File: src/design/ctrlPkg.sv
package ctrlPkg;

    localparam int hwIntWidth = 5;

    localparam logic [5:0] opR      = 6'b000000;
    localparam logic [5:0] opRegImm = 6'b000001;  // bgez/bltz picked by rt.
    localparam logic [5:0] opJ      = 6'b000010;
    localparam logic [5:0] opJal    = 6'b000011;
    localparam logic [5:0] opBeq    = 6'b000100;
    localparam logic [5:0] opBne    = 6'b000101;
    localparam logic [5:0] opBlez   = 6'b000110;
    localparam logic [5:0] opBgtz   = 6'b000111;
    localparam logic [5:0] opAddi   = 6'b001000;
    localparam logic [5:0] opAddiu  = 6'b001001;
    localparam logic [5:0] opSlti   = 6'b001010;
    localparam logic [5:0] opSltiu  = 6'b001011;
    localparam logic [5:0] opAndi   = 6'b001100;
    localparam logic [5:0] opOri    = 6'b001101;
    localparam logic [5:0] opXori   = 6'b001110;
    localparam logic [5:0] opLui    = 6'b001111;
    localparam logic [5:0] opCop0   = 6'b010000;
    localparam logic [5:0] opLb     = 6'b100000;
    localparam logic [5:0] opLh     = 6'b100001;
    localparam logic [5:0] opLw     = 6'b100011;
    localparam logic [5:0] opLbu    = 6'b100100;
    localparam logic [5:0] opLhu    = 6'b100101;
    localparam logic [5:0] opSb     = 6'b101000;
    localparam logic [5:0] opSh     = 6'b101001;
    localparam logic [5:0] opSw     = 6'b101011;

    localparam logic [5:0] fnSll     = 6'b000000;
    localparam logic [5:0] fnSrl     = 6'b000010;
    localparam logic [5:0] fnSra     = 6'b000011;
    localparam logic [5:0] fnSllv    = 6'b000100;
    localparam logic [5:0] fnSrlv    = 6'b000110;
    localparam logic [5:0] fnSrav    = 6'b000111;
    localparam logic [5:0] fnJr      = 6'b001000;
    localparam logic [5:0] fnJalr    = 6'b001001;
    localparam logic [5:0] fnSyscall = 6'b001100;
    localparam logic [5:0] fnBreak   = 6'b001101;
    localparam logic [5:0] fnEret    = 6'b011000;  // only under opCop0.
    localparam logic [5:0] fnAdd     = 6'b100000;
    localparam logic [5:0] fnAddu    = 6'b100001;
    localparam logic [5:0] fnSub     = 6'b100010;
    localparam logic [5:0] fnSubu    = 6'b100011;
    localparam logic [5:0] fnAnd     = 6'b100100;
    localparam logic [5:0] fnOr      = 6'b100101;
    localparam logic [5:0] fnXor     = 6'b100110;
    localparam logic [5:0] fnNor     = 6'b100111;
    localparam logic [5:0] fnSlt     = 6'b101010;
    localparam logic [5:0] fnSltu    = 6'b101011;

    localparam logic [1:0] regDstRt     = 2'd0;
    localparam logic [1:0] regDstRd     = 2'd1;
    localparam logic [1:0] regDstLink31 = 2'd2;

    localparam logic [1:0] rfSourceAluOut = 2'd0;
    localparam logic [1:0] rfSourceMdr    = 2'd1;
    localparam logic [1:0] rfSourcePc     = 2'd2;

    localparam logic aluSrcAPc  = 1'b0;
    localparam logic aluSrcAReg = 1'b1;

    localparam logic [1:0] aluSrcBReg  = 2'd0;
    localparam logic [1:0] aluSrcBFour = 2'd1;
    localparam logic [1:0] aluSrcBImm  = 2'd2;
    localparam logic [1:0] aluSrcBSimm = 2'd3;  // imm shifted left by two.

    localparam logic [1:0] aluOutSrcAlu = 2'd0;
    localparam logic [1:0] aluOutSrcSht = 2'd1;
    localparam logic [1:0] aluOutSrcImm = 2'd2;

    localparam logic [2:0] pcSourceAlu     = 3'd0;
    localparam logic [2:0] pcSourceAluOut  = 3'd1;
    localparam logic [2:0] pcSourceJTarget = 3'd2;
    localparam logic [2:0] pcSourceReg     = 3'd3;
    localparam logic [2:0] pcSourceVector  = 3'd4;
    localparam logic [2:0] pcSourceEpc     = 3'd5;

    localparam logic [1:0] extFunctSign = 2'd0;
    localparam logic [1:0] extFunctLui  = 2'd1;

    localparam logic [2:0] dExtFunctW  = 3'd0;
    localparam logic [2:0] dExtFunctB  = 3'd1;
    localparam logic [2:0] dExtFunctBu = 3'd2;
    localparam logic [2:0] dExtFunctH  = 3'd3;
    localparam logic [2:0] dExtFunctHu = 3'd4;

    localparam logic rwRead  = 1'b0;
    localparam logic rwWrite = 1'b1;

    localparam logic iorDPc     = 1'b0;
    localparam logic iorDAluOut = 1'b1;

    localparam logic [4:0] excCodeInt     = 5'd0;
    localparam logic [4:0] excCodeSyscall = 5'd8;
    localparam logic [4:0] excCodeBreak   = 5'd9;

    typedef struct packed {
        logic [5:0] op;
        logic [4:0] rs;
        logic [4:0] rt;
        logic [4:0] rd;
        logic [4:0] shamt;
        logic [5:0] funct;
    } rFields_t;

    typedef struct packed {
        logic [5:0]  op;
        logic [4:0]  rs;
        logic [4:0]  rt;
        logic [15:0] imm;
    } iFields_t;

    typedef union packed {
        rFields_t rFields;
        iFields_t iFields;
    } instrWord_t;

    typedef enum logic [3:0] {
        stFetch, stDecode, stMemAdr, stMemRead, stMemWb, stMemWrite,
        stExecute, stAluWb, stBranch, stIExecute, stIWb, stJump,
        stInterrupt, stScException, stBpException, stEret
    } ctrlState_t;

    typedef enum logic [3:0] {
        clsAlu, clsShift, clsImm, clsLoad, clsStore, clsBranch,
        clsJump, clsSyscall, clsBreak, clsEret, clsNone
    } instrClass_t;

    typedef enum logic [4:0] {
        aluAdd, aluAddu, aluSub, aluSubu, aluAnd, aluOr, aluNor, aluXor,
        aluSlt, aluSltu, aluSeq, aluSne, aluGez, aluLtz, aluGtz, aluLez
    } aluOp_t;

    typedef enum logic [1:0] {shtSll, shtSrl, shtSra} shtOp_t;

    typedef enum logic [1:0] {sizeByte, sizeHalf, sizeWord} accessSize_t;

endpackage

File: src/design/cpuControl.sv
module cpuControl (
    input  logic                           PClk,
    input  logic                           rstN,
    input  ctrlPkg::instrWord_t            instr,
    input  logic                           compare,
    input  logic                           ready,
    input  logic [1:0]                     addrLow,
    input  logic [ctrlPkg::hwIntWidth-1:0] hwInt,
    input  logic [ctrlPkg::hwIntWidth-1:0] srIm,
    input  logic                           srExl,
    input  logic                           srIe,
    output logic                           pcWrite,
    output logic                           irWrite,
    output logic                           regWrite,
    output logic [1:0]                     regDst,
    output logic [1:0]                     rfSource,
    output logic                           aluSrcA,
    output logic [1:0]                     aluSrcB,
    output logic [1:0]                     aluOutSrc,
    output logic                           shtNumSrc,
    output ctrlPkg::aluOp_t                aluOp,
    output ctrlPkg::shtOp_t                shtOp,
    output logic [1:0]                     extFunct,
    output logic [2:0]                     pcSource,
    output logic                           req,
    output logic                           rw,
    output logic                           iorD,
    output logic [3:0]                     be,
    output logic [2:0]                     dExtFunct,
    output logic                           excEnter,
    output logic [4:0]                     excCode,
    output logic                           eret
);
    import ctrlPkg::*;

    instrClass_t instrClass;
    aluOp_t      decAluOp;
    shtOp_t      decShtOp;
    logic        shtFromReg;
    logic [1:0]  decExtFunct;
    accessSize_t accessSize;
    logic        loadUnsigned;
    logic        isLink;
    ctrlState_t  state;
    logic        intPending;

    instrDecoder i_instrDecoder (
        .instr, .instrClass, .aluOp(decAluOp), .shtOp(decShtOp), .shtFromReg,
        .extFunct(decExtFunct), .accessSize, .loadUnsigned, .isLink
    );

    stateSequencer i_stateSequencer (
        .PClk, .rstN, .instrClass, .accessSize, .ready, .intPending, .state
    );

    datapathCtrl i_datapathCtrl (
        .state, .instrClass, .aluOp(decAluOp), .shtOp(decShtOp), .shtFromReg,
        .extFunct(decExtFunct), .isLink, .compare, .ready,
        .pcWrite, .irWrite, .regWrite, .regDst, .rfSource, .aluSrcB, .aluOutSrc,
        .aluSrcA, .shtNumSrc, .aluOpOut(aluOp), .shtOpOut(shtOp),
        .extFunctOut(extFunct), .pcSource
    );

    memAccessCtrl i_memAccessCtrl (
        .state, .accessSize, .loadUnsigned, .addrLow,
        .req, .rw, .iorD, .be, .dExtFunct
    );

    exceptionCtrl i_exceptionCtrl (
        .state, .hwInt, .srIm, .srExl, .srIe,
        .intPending, .excEnter, .excCode, .eret
    );

endmodule

File: src/design/datapathCtrl.sv
module datapathCtrl (
    input  ctrlPkg::ctrlState_t  state,
    input  ctrlPkg::instrClass_t instrClass,
    input  ctrlPkg::aluOp_t      aluOp,
    input  ctrlPkg::shtOp_t      shtOp,
    input  logic                 shtFromReg,
    input  logic [1:0]           extFunct,
    input  logic                 isLink,
    input  logic                 compare,
    input  logic                 ready,
    output logic                 pcWrite,
    output logic                 irWrite,
    output logic                 regWrite,
    output logic [1:0]           regDst,
    output logic [1:0]           rfSource,
    output logic [1:0]           aluSrcB,
    output logic [1:0]           aluOutSrc,
    output logic                 aluSrcA,
    output logic                 shtNumSrc,
    output ctrlPkg::aluOp_t      aluOpOut,
    output ctrlPkg::shtOp_t      shtOpOut,
    output logic [1:0]           extFunctOut,
    output logic [2:0]           pcSource
);
    import ctrlPkg::*;

    always_comb begin
        pcWrite     = 1'b0;
        irWrite     = 1'b0;
        regWrite    = 1'b0;
        regDst      = regDstRd;
        rfSource    = rfSourceAluOut;
        aluSrcA     = aluSrcAReg;
        aluSrcB     = aluSrcBReg;
        aluOutSrc   = aluOutSrcAlu;
        shtNumSrc   = shtFromReg;
        aluOpOut    = aluOp;
        shtOpOut    = shtOp;
        extFunctOut = extFunct;
        pcSource    = pcSourceAluOut;
        case (state)
            stFetch: begin
                pcWrite     = ready;
                irWrite     = ready;
                aluSrcA     = aluSrcAPc;
                aluSrcB     = aluSrcBFour;  // pc + 4.
                aluOpOut    = aluAddu;
                extFunctOut = extFunctSign;
                pcSource    = pcSourceAlu;
            end
            stDecode: begin
                aluSrcA     = aluSrcAPc;
                aluSrcB     = aluSrcBSimm;  // branch target into aluOut.
                aluOpOut    = aluAdd;
                extFunctOut = extFunctSign;
            end
            stMemAdr: aluSrcB = aluSrcBImm;
            stMemWb: begin
                regWrite = 1'b1;
                regDst   = regDstRt;
                rfSource = rfSourceMdr;
            end
            stExecute: aluOutSrc = (instrClass == clsShift) ? aluOutSrcSht : aluOutSrcAlu;
            stAluWb:   regWrite = 1'b1;
            stBranch:  pcWrite = compare;
            stIExecute: begin
                aluSrcB   = aluSrcBImm;
                aluOutSrc = (extFunct == extFunctLui) ? aluOutSrcImm : aluOutSrcAlu;
            end
            stIWb: begin
                regWrite = 1'b1;
                regDst   = regDstRt;
            end
            stJump: begin
                pcWrite  = 1'b1;
                pcSource = shtFromReg ? pcSourceReg : pcSourceJTarget;
                regWrite = isLink;
                regDst   = regDstLink31;
                rfSource = rfSourcePc;  // return address.
            end
            stInterrupt, stScException, stBpException: begin
                pcWrite  = 1'b1;
                pcSource = pcSourceVector;
            end
            stEret: begin
                pcWrite  = 1'b1;
                pcSource = pcSourceEpc;
            end
            default: pcWrite = 1'b0;
        endcase
    end

endmodule

File: src/design/exceptionCtrl.sv
module exceptionCtrl (
    input  ctrlPkg::ctrlState_t           state,
    input  logic [ctrlPkg::hwIntWidth-1:0] hwInt,
    input  logic [ctrlPkg::hwIntWidth-1:0] srIm,
    input  logic                          srExl,
    input  logic                          srIe,
    output logic                          intPending,
    output logic                          excEnter,
    output logic [4:0]                    excCode,
    output logic                          eret
);
    import ctrlPkg::*;

    assign intPending = srIe && !srExl && |(hwInt & srIm);

    // excEnter also strobes the epc write.
    always_comb begin
        excEnter = 1'b0;
        excCode  = excCodeInt;
        eret     = 1'b0;
        case (state)
            stInterrupt: excEnter = 1'b1;
            stScException: begin
                excEnter = 1'b1;
                excCode  = excCodeSyscall;
            end
            stBpException: begin
                excEnter = 1'b1;
                excCode  = excCodeBreak;
            end
            stEret:  eret = 1'b1;
            default: eret = 1'b0;
        endcase
    end

endmodule

File: src/design/instrDecoder.sv
module instrDecoder (
    input  ctrlPkg::instrWord_t  instr,
    output ctrlPkg::instrClass_t instrClass,
    output ctrlPkg::aluOp_t      aluOp,
    output ctrlPkg::shtOp_t      shtOp,
    output logic                 shtFromReg,
    output logic [1:0]           extFunct,
    output ctrlPkg::accessSize_t accessSize,
    output logic                 loadUnsigned,
    output logic                 isLink
);
    import ctrlPkg::*;

    logic [5:0] op;
    logic [5:0] funct;
    logic [4:0] rt;

    assign op    = instr.iFields.op;
    assign rt    = instr.iFields.rt;
    assign funct = instr.rFields.funct;

    // rs feeds the shift amount or the jump target.
    assign shtFromReg = (op == opR) && (funct inside {fnSllv, fnSrlv, fnSrav, fnJr, fnJalr});
    assign isLink     = (op == opJal) || ((op == opR) && (funct == fnJalr));
    assign extFunct   = (op == opLui) ? extFunctLui : extFunctSign;
    assign loadUnsigned = op inside {opLbu, opLhu};

    always_comb begin
        instrClass = clsNone;
        case (op)
            opR: begin
                case (funct)
                    fnAdd, fnAddu, fnSub, fnSubu, fnAnd, fnOr,
                    fnNor, fnXor, fnSlt, fnSltu:          instrClass = clsAlu;
                    fnSll, fnSrl, fnSra, fnSllv, fnSrlv, fnSrav: instrClass = clsShift;
                    fnJr, fnJalr:                         instrClass = clsJump;
                    fnSyscall:                            instrClass = clsSyscall;
                    fnBreak:                              instrClass = clsBreak;
                    default:                              instrClass = clsNone;
                endcase
            end
            opRegImm: instrClass = (rt[4:1] == 4'd0) ? clsBranch : clsNone;
            opBeq, opBne, opBgtz, opBlez: instrClass = clsBranch;
            opAddi, opAddiu, opAndi, opOri, opXori, opLui, opSlti, opSltiu: instrClass = clsImm;
            opLw, opLb, opLbu, opLh, opLhu: instrClass = clsLoad;
            opSw, opSb, opSh:               instrClass = clsStore;
            opJ, opJal:                     instrClass = clsJump;
            opCop0: instrClass = (funct == fnEret) ? clsEret : clsNone;
            default: instrClass = clsNone;
        endcase
    end

    always_comb begin
        aluOp = aluAdd;  // address add for loads and stores.
        case (op)
            opR: begin
                case (funct)
                    fnAddu:  aluOp = aluAddu;
                    fnSub:   aluOp = aluSub;
                    fnSubu:  aluOp = aluSubu;
                    fnAnd:   aluOp = aluAnd;
                    fnOr:    aluOp = aluOr;
                    fnNor:   aluOp = aluNor;
                    fnXor:   aluOp = aluXor;
                    fnSlt:   aluOp = aluSlt;
                    fnSltu:  aluOp = aluSltu;
                    default: aluOp = aluAdd;
                endcase
            end
            opRegImm: aluOp = rt[0] ? aluGez : aluLtz;
            opBeq:    aluOp = aluSeq;
            opBne:    aluOp = aluSne;
            opBgtz:   aluOp = aluGtz;
            opBlez:   aluOp = aluLez;
            opAddiu:  aluOp = aluAddu;
            opAndi:   aluOp = aluAnd;
            opOri:    aluOp = aluOr;
            opXori:   aluOp = aluXor;
            opSlti:   aluOp = aluSlt;
            opSltiu:  aluOp = aluSltu;
            default:  aluOp = aluAdd;
        endcase
    end

    always_comb begin
        case (funct[1:0])
            2'b10:   shtOp = shtSrl;
            2'b11:   shtOp = shtSra;
            default: shtOp = shtSll;
        endcase
        case (op)
            opLb, opLbu, opSb: accessSize = sizeByte;
            opLh, opLhu, opSh: accessSize = sizeHalf;
            default:           accessSize = sizeWord;
        endcase
    end

endmodule

File: src/design/memAccessCtrl.sv
module memAccessCtrl (
    input  ctrlPkg::ctrlState_t  state,
    input  ctrlPkg::accessSize_t accessSize,
    input  logic                 loadUnsigned,
    input  logic [1:0]           addrLow,
    output logic                 req,
    output logic                 rw,
    output logic                 iorD,
    output logic [3:0]           be,
    output logic [2:0]           dExtFunct
);
    import ctrlPkg::*;

    logic [3:0] laneBe;

    always_comb begin
        case (accessSize)
            sizeByte: laneBe = 4'b0001 << addrLow;
            sizeHalf: laneBe = addrLow[0] ? 4'b1111 : (addrLow[1] ? 4'b1100 : 4'b0011);
            default:  laneBe = 4'b1111;
        endcase
        case (accessSize)
            sizeByte: dExtFunct = loadUnsigned ? dExtFunctBu : dExtFunctB;
            sizeHalf: dExtFunct = loadUnsigned ? dExtFunctHu : dExtFunctH;
            default:  dExtFunct = dExtFunctW;
        endcase
    end

    assign req  = state inside {stFetch, stMemRead, stMemWrite};  // held until ready.
    assign rw   = (state == stMemWrite) ? rwWrite : rwRead;
    assign iorD = (state == stFetch) ? iorDPc : iorDAluOut;
    assign be   = (state == stFetch) ? 4'b1111 : laneBe;

endmodule

File: src/design/stateSequencer.sv
module stateSequencer (
    input  logic                 PClk,
    input  logic                 rstN,
    input  ctrlPkg::instrClass_t instrClass,
    input  ctrlPkg::accessSize_t accessSize,
    input  logic                 ready,
    input  logic                 intPending,
    output ctrlPkg::ctrlState_t  state
);
    import ctrlPkg::*;

    ctrlState_t nextState;
    ctrlState_t doneState;

    assign doneState = intPending ? stInterrupt : stFetch;  // end of instruction.

    always_ff @(posedge PClk or negedge rstN) begin
        if (!rstN) begin
            state <= stFetch;
        end else begin
            state <= nextState;
        end
    end

    always_comb begin
        nextState = stFetch;
        case (state)
            stFetch: nextState = ready ? stDecode : stFetch;
            stDecode: begin
                case (instrClass)
                    clsAlu, clsShift:  nextState = stExecute;
                    clsImm:            nextState = stIExecute;
                    clsLoad, clsStore: nextState = stMemAdr;
                    clsBranch:         nextState = stBranch;
                    clsJump:           nextState = stJump;
                    clsSyscall:        nextState = stScException;
                    clsBreak:          nextState = stBpException;
                    clsEret:           nextState = stEret;
                    default:           nextState = doneState;  // unknown opcode.
                endcase
            end
            stMemAdr:   nextState = (instrClass == clsLoad) ? stMemRead : stMemWrite;
            stMemRead:  nextState = ready ? stMemWb : stMemRead;
            stMemWrite: nextState = ready ? doneState : stMemWrite;
            stExecute:  nextState = stAluWb;
            stIExecute: nextState = stIWb;
            stMemWb, stAluWb, stBranch, stIWb, stJump: nextState = doneState;
            default:    nextState = stFetch;  // exception entry and eret.
        endcase
    end

endmodule

File: config.mk
export PLATFORM = sky130hd
export DESIGN_NAME = cpuControl
export DESIGN_NICKNAME = d
export VERILOG_FILES = /design/src/design/ctrlPkg.sv /design/src/design/cpuControl.sv /design/src/design/datapathCtrl.sv /design/src/design/exceptionCtrl.sv /design/src/design/instrDecoder.sv /design/src/design/memAccessCtrl.sv /design/src/design/stateSequencer.sv
export SDC_FILE = /design/constraint.sdc
export NUM_CORES = 1
export LEC_CHECK = 0
export BUFFER_PORTS_ARGS = -buffer_cell sky130_fd_sc_hd__buf_4
export CAP_MARGIN = 20
export CORE_ASPECT_RATIO = 0.8
export CORE_MARGIN = 4
export CORE_UTILIZATION = 48
export CTS_CLUSTER_DIAMETER = 30
export DETAILED_ROUTE_END_ITERATION = 10
export GPL_ROUTABILITY_DRIVEN = 0
export MAX_ROUTING_LAYER = met4
export PLACE_DENSITY = 0.95
export SYNTH_ARGS = -nofsm -noshare
export SYNTH_HDL_FRONTEND = slang
export SYNTH_SLANG_ARGS = --single-unit
export TNS_END_PERCENT = 5
File: constraint.sdc
create_clock -name PClk -period 5.9 [get_ports PClk]
set_input_delay 0.59 -clock PClk [delete_from_list [all_inputs] [get_ports PClk]]
set_output_delay 0.59 -clock PClk [all_outputs]
set_load 0.1 [all_outputs]
* Yosys cells after proc, flatten, opt, wreduce, memory -nomap -nowiden
Memories as Yosys holds them, arrays and structs flattened. Cells that the tools add are included.
Storage, ports and cells: register bits 4, bits in read-only memories 256, input port bits 50, output and inout bits 42, word-level logic and storage cells 144, memories kept 1
Memory list:
- (name not given) | words 64, width 4, read ports 1, clocked after memory_dff 0, write ports 0, RTL line instrDecoder.sv:32 | case (funct)
Operators by class: eq/ne operators 67, shifts and indexed selects 1, multiplexer cells 42, bitwise logic cells 1, reduce and logical (&&, ||, !) cells 31
Operators by type and width (number):
- $eq A6 B6 Y1 const B | 17
- $pmux W4 S8 | 3
- $eq A6 B4 Y1 const B | 10
- $pmux W5 S12 | 1
- $eq A6 B3 Y1 const B | 7
- $eq A4 B4 Y1 const B | 10
- $pmux W4 S9 | 1
- $eq A4 B3 Y1 const B | 8
- $mux W4 | 6
- $pmux W2 S2 | 5
- $reduce_or A5 Y1 | 4
- $eq A4 B2 Y1 const B | 4
- $pmux W4 S2 | 2
- $reduce_or A3 Y1 | 5
- $eq A6 B2 Y1 const B | 2
- $eq A6 B5 Y1 const B | 2
- $logic_not A4 Y1 | 3
- $mux W1 | 12
- $pmux W3 S4 | 1
- $reduce_or A2 Y1 | 6
- $pmux W5 S2 | 1
- $mux W3 | 3
- $eq A4 B1 Y1 const B | 2
- $reduce_or A8 Y1 | 1
- 20 further kinds | 26

* Logic depth before layout (Yosys ltp)
depth in word-level cells 7, gate-level depth with buffers 8, gate-level depth less buffers 6

* By module
Synthesis repeated with hierarchy kept, for this count alone.
Unflattened totals: cells, all modules 241, area, all modules 1566.5 µm²
Modules (own cells, without submodules):
- instrDecoder | times used 1, cells each 100, area an instance 601.8 µm², sequential area each 0.0 µm²
- stateSequencer | times used 1, cells each 51, area an instance 400.4 µm², sequential area each 100.1 µm²
- datapathCtrl | times used 1, cells each 50, area an instance 332.8 µm², sequential area each 0.0 µm²
- memAccessCtrl | times used 1, cells each 24, area an instance 138.9 µm², sequential area each 0.0 µm²
- exceptionCtrl | times used 1, cells each 16, area an instance 92.6 µm², sequential area each 0.0 µm²

* Least setup slack after synthesis
Ideal clock, no wire load.
path type in2out, from in instr[28] in the netlist's numbering, to out aluOutSrc[0], data arrival time 4.858 ns, data required time 5.310 ns, setup slack 0.452 ns, stages 7, cells stage by stage buf_2 > or4_4 > or3b_2 > nand2_1 > a211o_1 > nand3_1 > nor4_1
Between the ends: word-level cells in the longest chain between the ends 6, elaborated cells on any way between the ends 34, classes of those cells eq/ne: 25; mux: 3; reduce/logical: 6
RTL lines:
- from (decl) | RTL line cpuControl.sv:4 | input ctrlPkg::instrWord_t instr,
- $eq A6 B4 Y1, or another cell as far along | RTL line instrDecoder.sv:30 | case (op)
- $reduce_or A8 Y1, or another cell as far along | RTL line instrDecoder.sv:30
- $pmux W4 S8 (*) | RTL line instrDecoder.sv:30
- $eq A4 B1 Y1 (*) | RTL line datapathCtrl.sv:63 | stExecute: aluOutSrc = (instrClass == clsShift) ? aluOutSrcSht : aluOutSrcAlu;
- $mux W1 (*) | RTL line datapathCtrl.sv:63
- $pmux W2 S2 (*) | RTL line datapathCtrl.sv:41 | case (state)
- to (decl) | RTL line cpuControl.sv:19 | output logic [1:0] aluOutSrc,
Every way passes the cells marked *; elsewhere a longest branch is shown, timed or not.

* Worst setup path after layout
from in instr[29] in the netlist's numbering, to out aluOutSrc[0]
The elaborated chain is that of the path after synthesis.

==> results_dict.tcl <==
set metrics [dict create \
    antenna_found_initial 0 \
    worstHoldPathType "primary input to async pin" \
    relSlewSlack_pct 61.0 \
    synthSimpleGateAreaFrac_pct 45.2 \
    die_width_microns 71.0 \
    synth_top_family_by_area "simple AND/OR/NAND/NOR gates" \
    irDropWorstVdd_uv 350 \
    synth_compound_area_share_pct 33.7 \
    post-cts-setup-buffers 0 \
    path_class "primary input to primary output" \
    numCtsBuffers 3 \
    grt_setup_unrepaired "no" \
    netlist_top_cells_count "25 x nor2_1, 24 x nand2_1, 22 x a21oi_1, 18 x clkbuf_1" \
    ys_seq_elements 4 \
    globalRoute.totalOverflow 0 \
    syn_area_per_cell_sq_um 6.10 \
    n_fill_cell 279 \
    synthMostInstantiatedCell "nor2_1" \
    clock_path_buffers 2 \
    core_sq_mm 0.00306 \
    clkSinkCount 4 \
    yosys.area_share.adder_pct 0 \
    netlist_area_sq_mm 0.00152 \
    p_leak_nw 0.883 \
    path_buf_inv 2 \
    status "complete, no violations" \
    arrival_ns 2.75 \
    setup_tns_ns 0 \
    ys_types 57 \
    switching_power_mw 0.702 \
    cts_root_buffer "clkbuf_8" \
    grt_first_pass_wirelength_microns 7510 \
    drtIter0Drc 242 \
    path_cells "buf_4 > nor4_2 > nand2_1 > nor3_1 > a211o_1 > nand3_1 > nor4_1 > buf_4" \
    p_clk_share_pct 5.6 \
    cts.reportedPaths.clkPinSlew_ns 0.03 \
    synth_edf_count 0 \
    routed_wl_microns 4820 \
    viasPerCell 6.01 \
    regMostFlops "i_stateSequencer.state" \
    max_cap_violations 0 \
    grt_pass1_vias 1634 \
    setup_viol 0 \
    grt_max_degree 20 \
    antenna_left 0 \
    diodes 0 \
    cts_resized 0 \
    cts_tree "done" \
    internal_power_mw 0.261 \
    async_reset_ff_share_pct 100 \
    tightest_slew_ns 0.581 \
    die_y_microns 58.4 \
    power_mw 0.963 \
    utilization_pct 66.1 \
    pwr-share-seq_pct 8.7 \
    slowest_stage "nor4_2" \
    synth_area_leaders "a21oi_1 7.2%, dfrtp_1 6.6%, nand2b_1 6.6%" \
    row_count 18 \
    start_util_pct 49.8 \
    synthFlopType "dfrtp_1" \
    slowest_delay_ns 0.42 \
    synth_top_area_cell "a21oi_1" \
    hold_viol 0 \
    fin_nets 352 \
    synth.area.mux_share_pct 2.05 \
    powerDensity_mw_per_mm2 476 \
    drtPass1Iterations 5 \
    period_share_pct 56.7 \
    dp_hpwl_microns 3850 \
    synth_cells 250 \
    clkLatencyLatePin_ns 0.21 \
    grt_use_total_pct 21.8 \
    areaGrowthSynthToFinish_pct 32.8 \
    postCtsHoldBufs 0 \
    top_regs "i_stateSequencer.state: 4 flops" \
    largest_reg_flops 4 \
    htree_levels 1 \
    maxClockFrequency_ghz 0.299 \
    vias 2043 \
    min_period_ns 3.34 \
    crit_required_ns 5.31 \
    post_route_cells_drive_above_1_share_pct 29.7 \
    drv_slew 0 \
    dpl.cell_count 337 \
    path_delay_family "simple AND/OR/NAND/NOR gates" \
    path_common_cell "buf_4" \
    drc_errors 0 \
    fin_skew_ns 0.0000421 \
    crit_fanout 19 \
    swShare_pct 72.9 \
    io_buffers 71 \
    stdcell_count 340 \
    ios 92 \
    synth_warnings 0 \
    netlist.area_leader.share_pct 7.22 \
    ys_seq_area_share_pct 6.57 \
    dieArea_sq_mm 0.00415 \
    synth_xor_xnor_area_share_pct 0.575 \
    wl_per_cell_microns 14.2 \
    power_frac_comb_pct 85.7 \
    worst_setup_path_start_kind "primary input" \
    end_kind "primary output" \
]
-- layout by cell type (no fill, tap or decap), types with 2 or more instances in the layout --
cell type  count
a21o_1         2
nand4b_1       4
o32ai_1        2
a21boi_0       2
clkbuf_8       3
nand2b_1      16
and3_1         3
nor4_1         4
nand4_1        3
o211ai_1       3
nor2b_1        8
buf_4         71
and2_1         5
inv_1         10
nand3_1        7
a31oi_1        2
a211oi_1       2
nand2_1       24
nor2_1        25
nor3_1        12
or2_2          5
or3_1          2
o22ai_1        4
a41oi_1        2
o21ai_0       16
a32oi_1        2
dfrtp_1        4
mux2i_1        2
a22oi_1        2
conb_1         5
nor4b_1        3
o31ai_1        2
a21oi_1       22
-- worst register-to-register path: cells and delay by family, from the launching register on --
| family | cells | cell delay, ns |
|---|---|---|
| AOI/OAI and AO/OA | 4 | 0.82 |
| DFF | 1 | 0.65 |
| and+or+nand+nor | 2 | 0.49 |
-- worst paths after layout --
check,startpoint,end,slack [ns],cells past startpoint
min reg2reg,i_stateSequencer.state[3]$_DFF_PN0_,i_stateSequencer.state[2]$_DFF_PN0_,0.92,2
max,instr[29],aluOutSrc[0],2.56,8
min in group PClk,instr[31],i_stateSequencer.state[0]$_DFF_PN0_,0.90,3
max in group asynchronous,rstN,i_stateSequencer.state[3]$_DFF_PN0_,5.63,1
min,rstN,i_stateSequencer.state[1]$_DFF_PN0_,0.17,1
max reg2reg,i_stateSequencer.state[3]$_DFF_PN0_,i_stateSequencer.state[3]$_DFF_PN0_,3.82,6
-- power groups by stage --
| stage | Clock [mW] | Sequential (mW) | Combinational [mW] |
|---|---|---|---|
| 3_5_place_dp | 0 | 0.0821 | 0.822 |
| 2_1_floorplan | 0 | 0.0442 | 0.703 |
| 6_report | 0.0544 | 0.0838 | 0.825 |
| 4_1_cts | 0.0562 | 0.0816 | 0.824 |
| 3_3_place_gp | 0 | 0.0805 | 0.814 |
| 5_1_grt | 0.0581 | 0.0891 | 0.860 |
-- layer usage --
layer	global-route usage, %	part of all wire, %
met3	2.22	9.0
met5	-	0
met2	32.4	46
met4	2.14	0.31
met1	33.0	45
-- kinds of logic after synthesis --
group,Yosys count
multiplexers,3
XOR/XNOR,1
AND/OR/NAND/NOR,127
other,1
AO/OA/AOI/OAI,76
buffers and inverters,38
flip-flops,4
-- stage by stage --
stage	setup slack [ns]	cell area (sq um)	hold WS, ns
CTS	2.58	2020	0.166
global placement	2.59	1980	0.386
finish	2.56	2020	0.169
floorplan	0.452	1540	0.294
detailed placement	2.59	1980	0.387
global route	2.32	2020	0.165
-- cell type report --
type / instances / area, sq um / share of cell area [%]
Sequential cell: 4 / 100 / 4.95
Inverter: 10 / 37.5 / 1.86
Tap cell: 40 / 50.0 / 2.47
Multi-Input combinational cell: 212 / 1260 / 62.3
Clock buffer: 3 / 41.3 / 2.04
Timing Repair Buffer: 71 / 533 / 26.3
(Power assumes the default switching activity.)
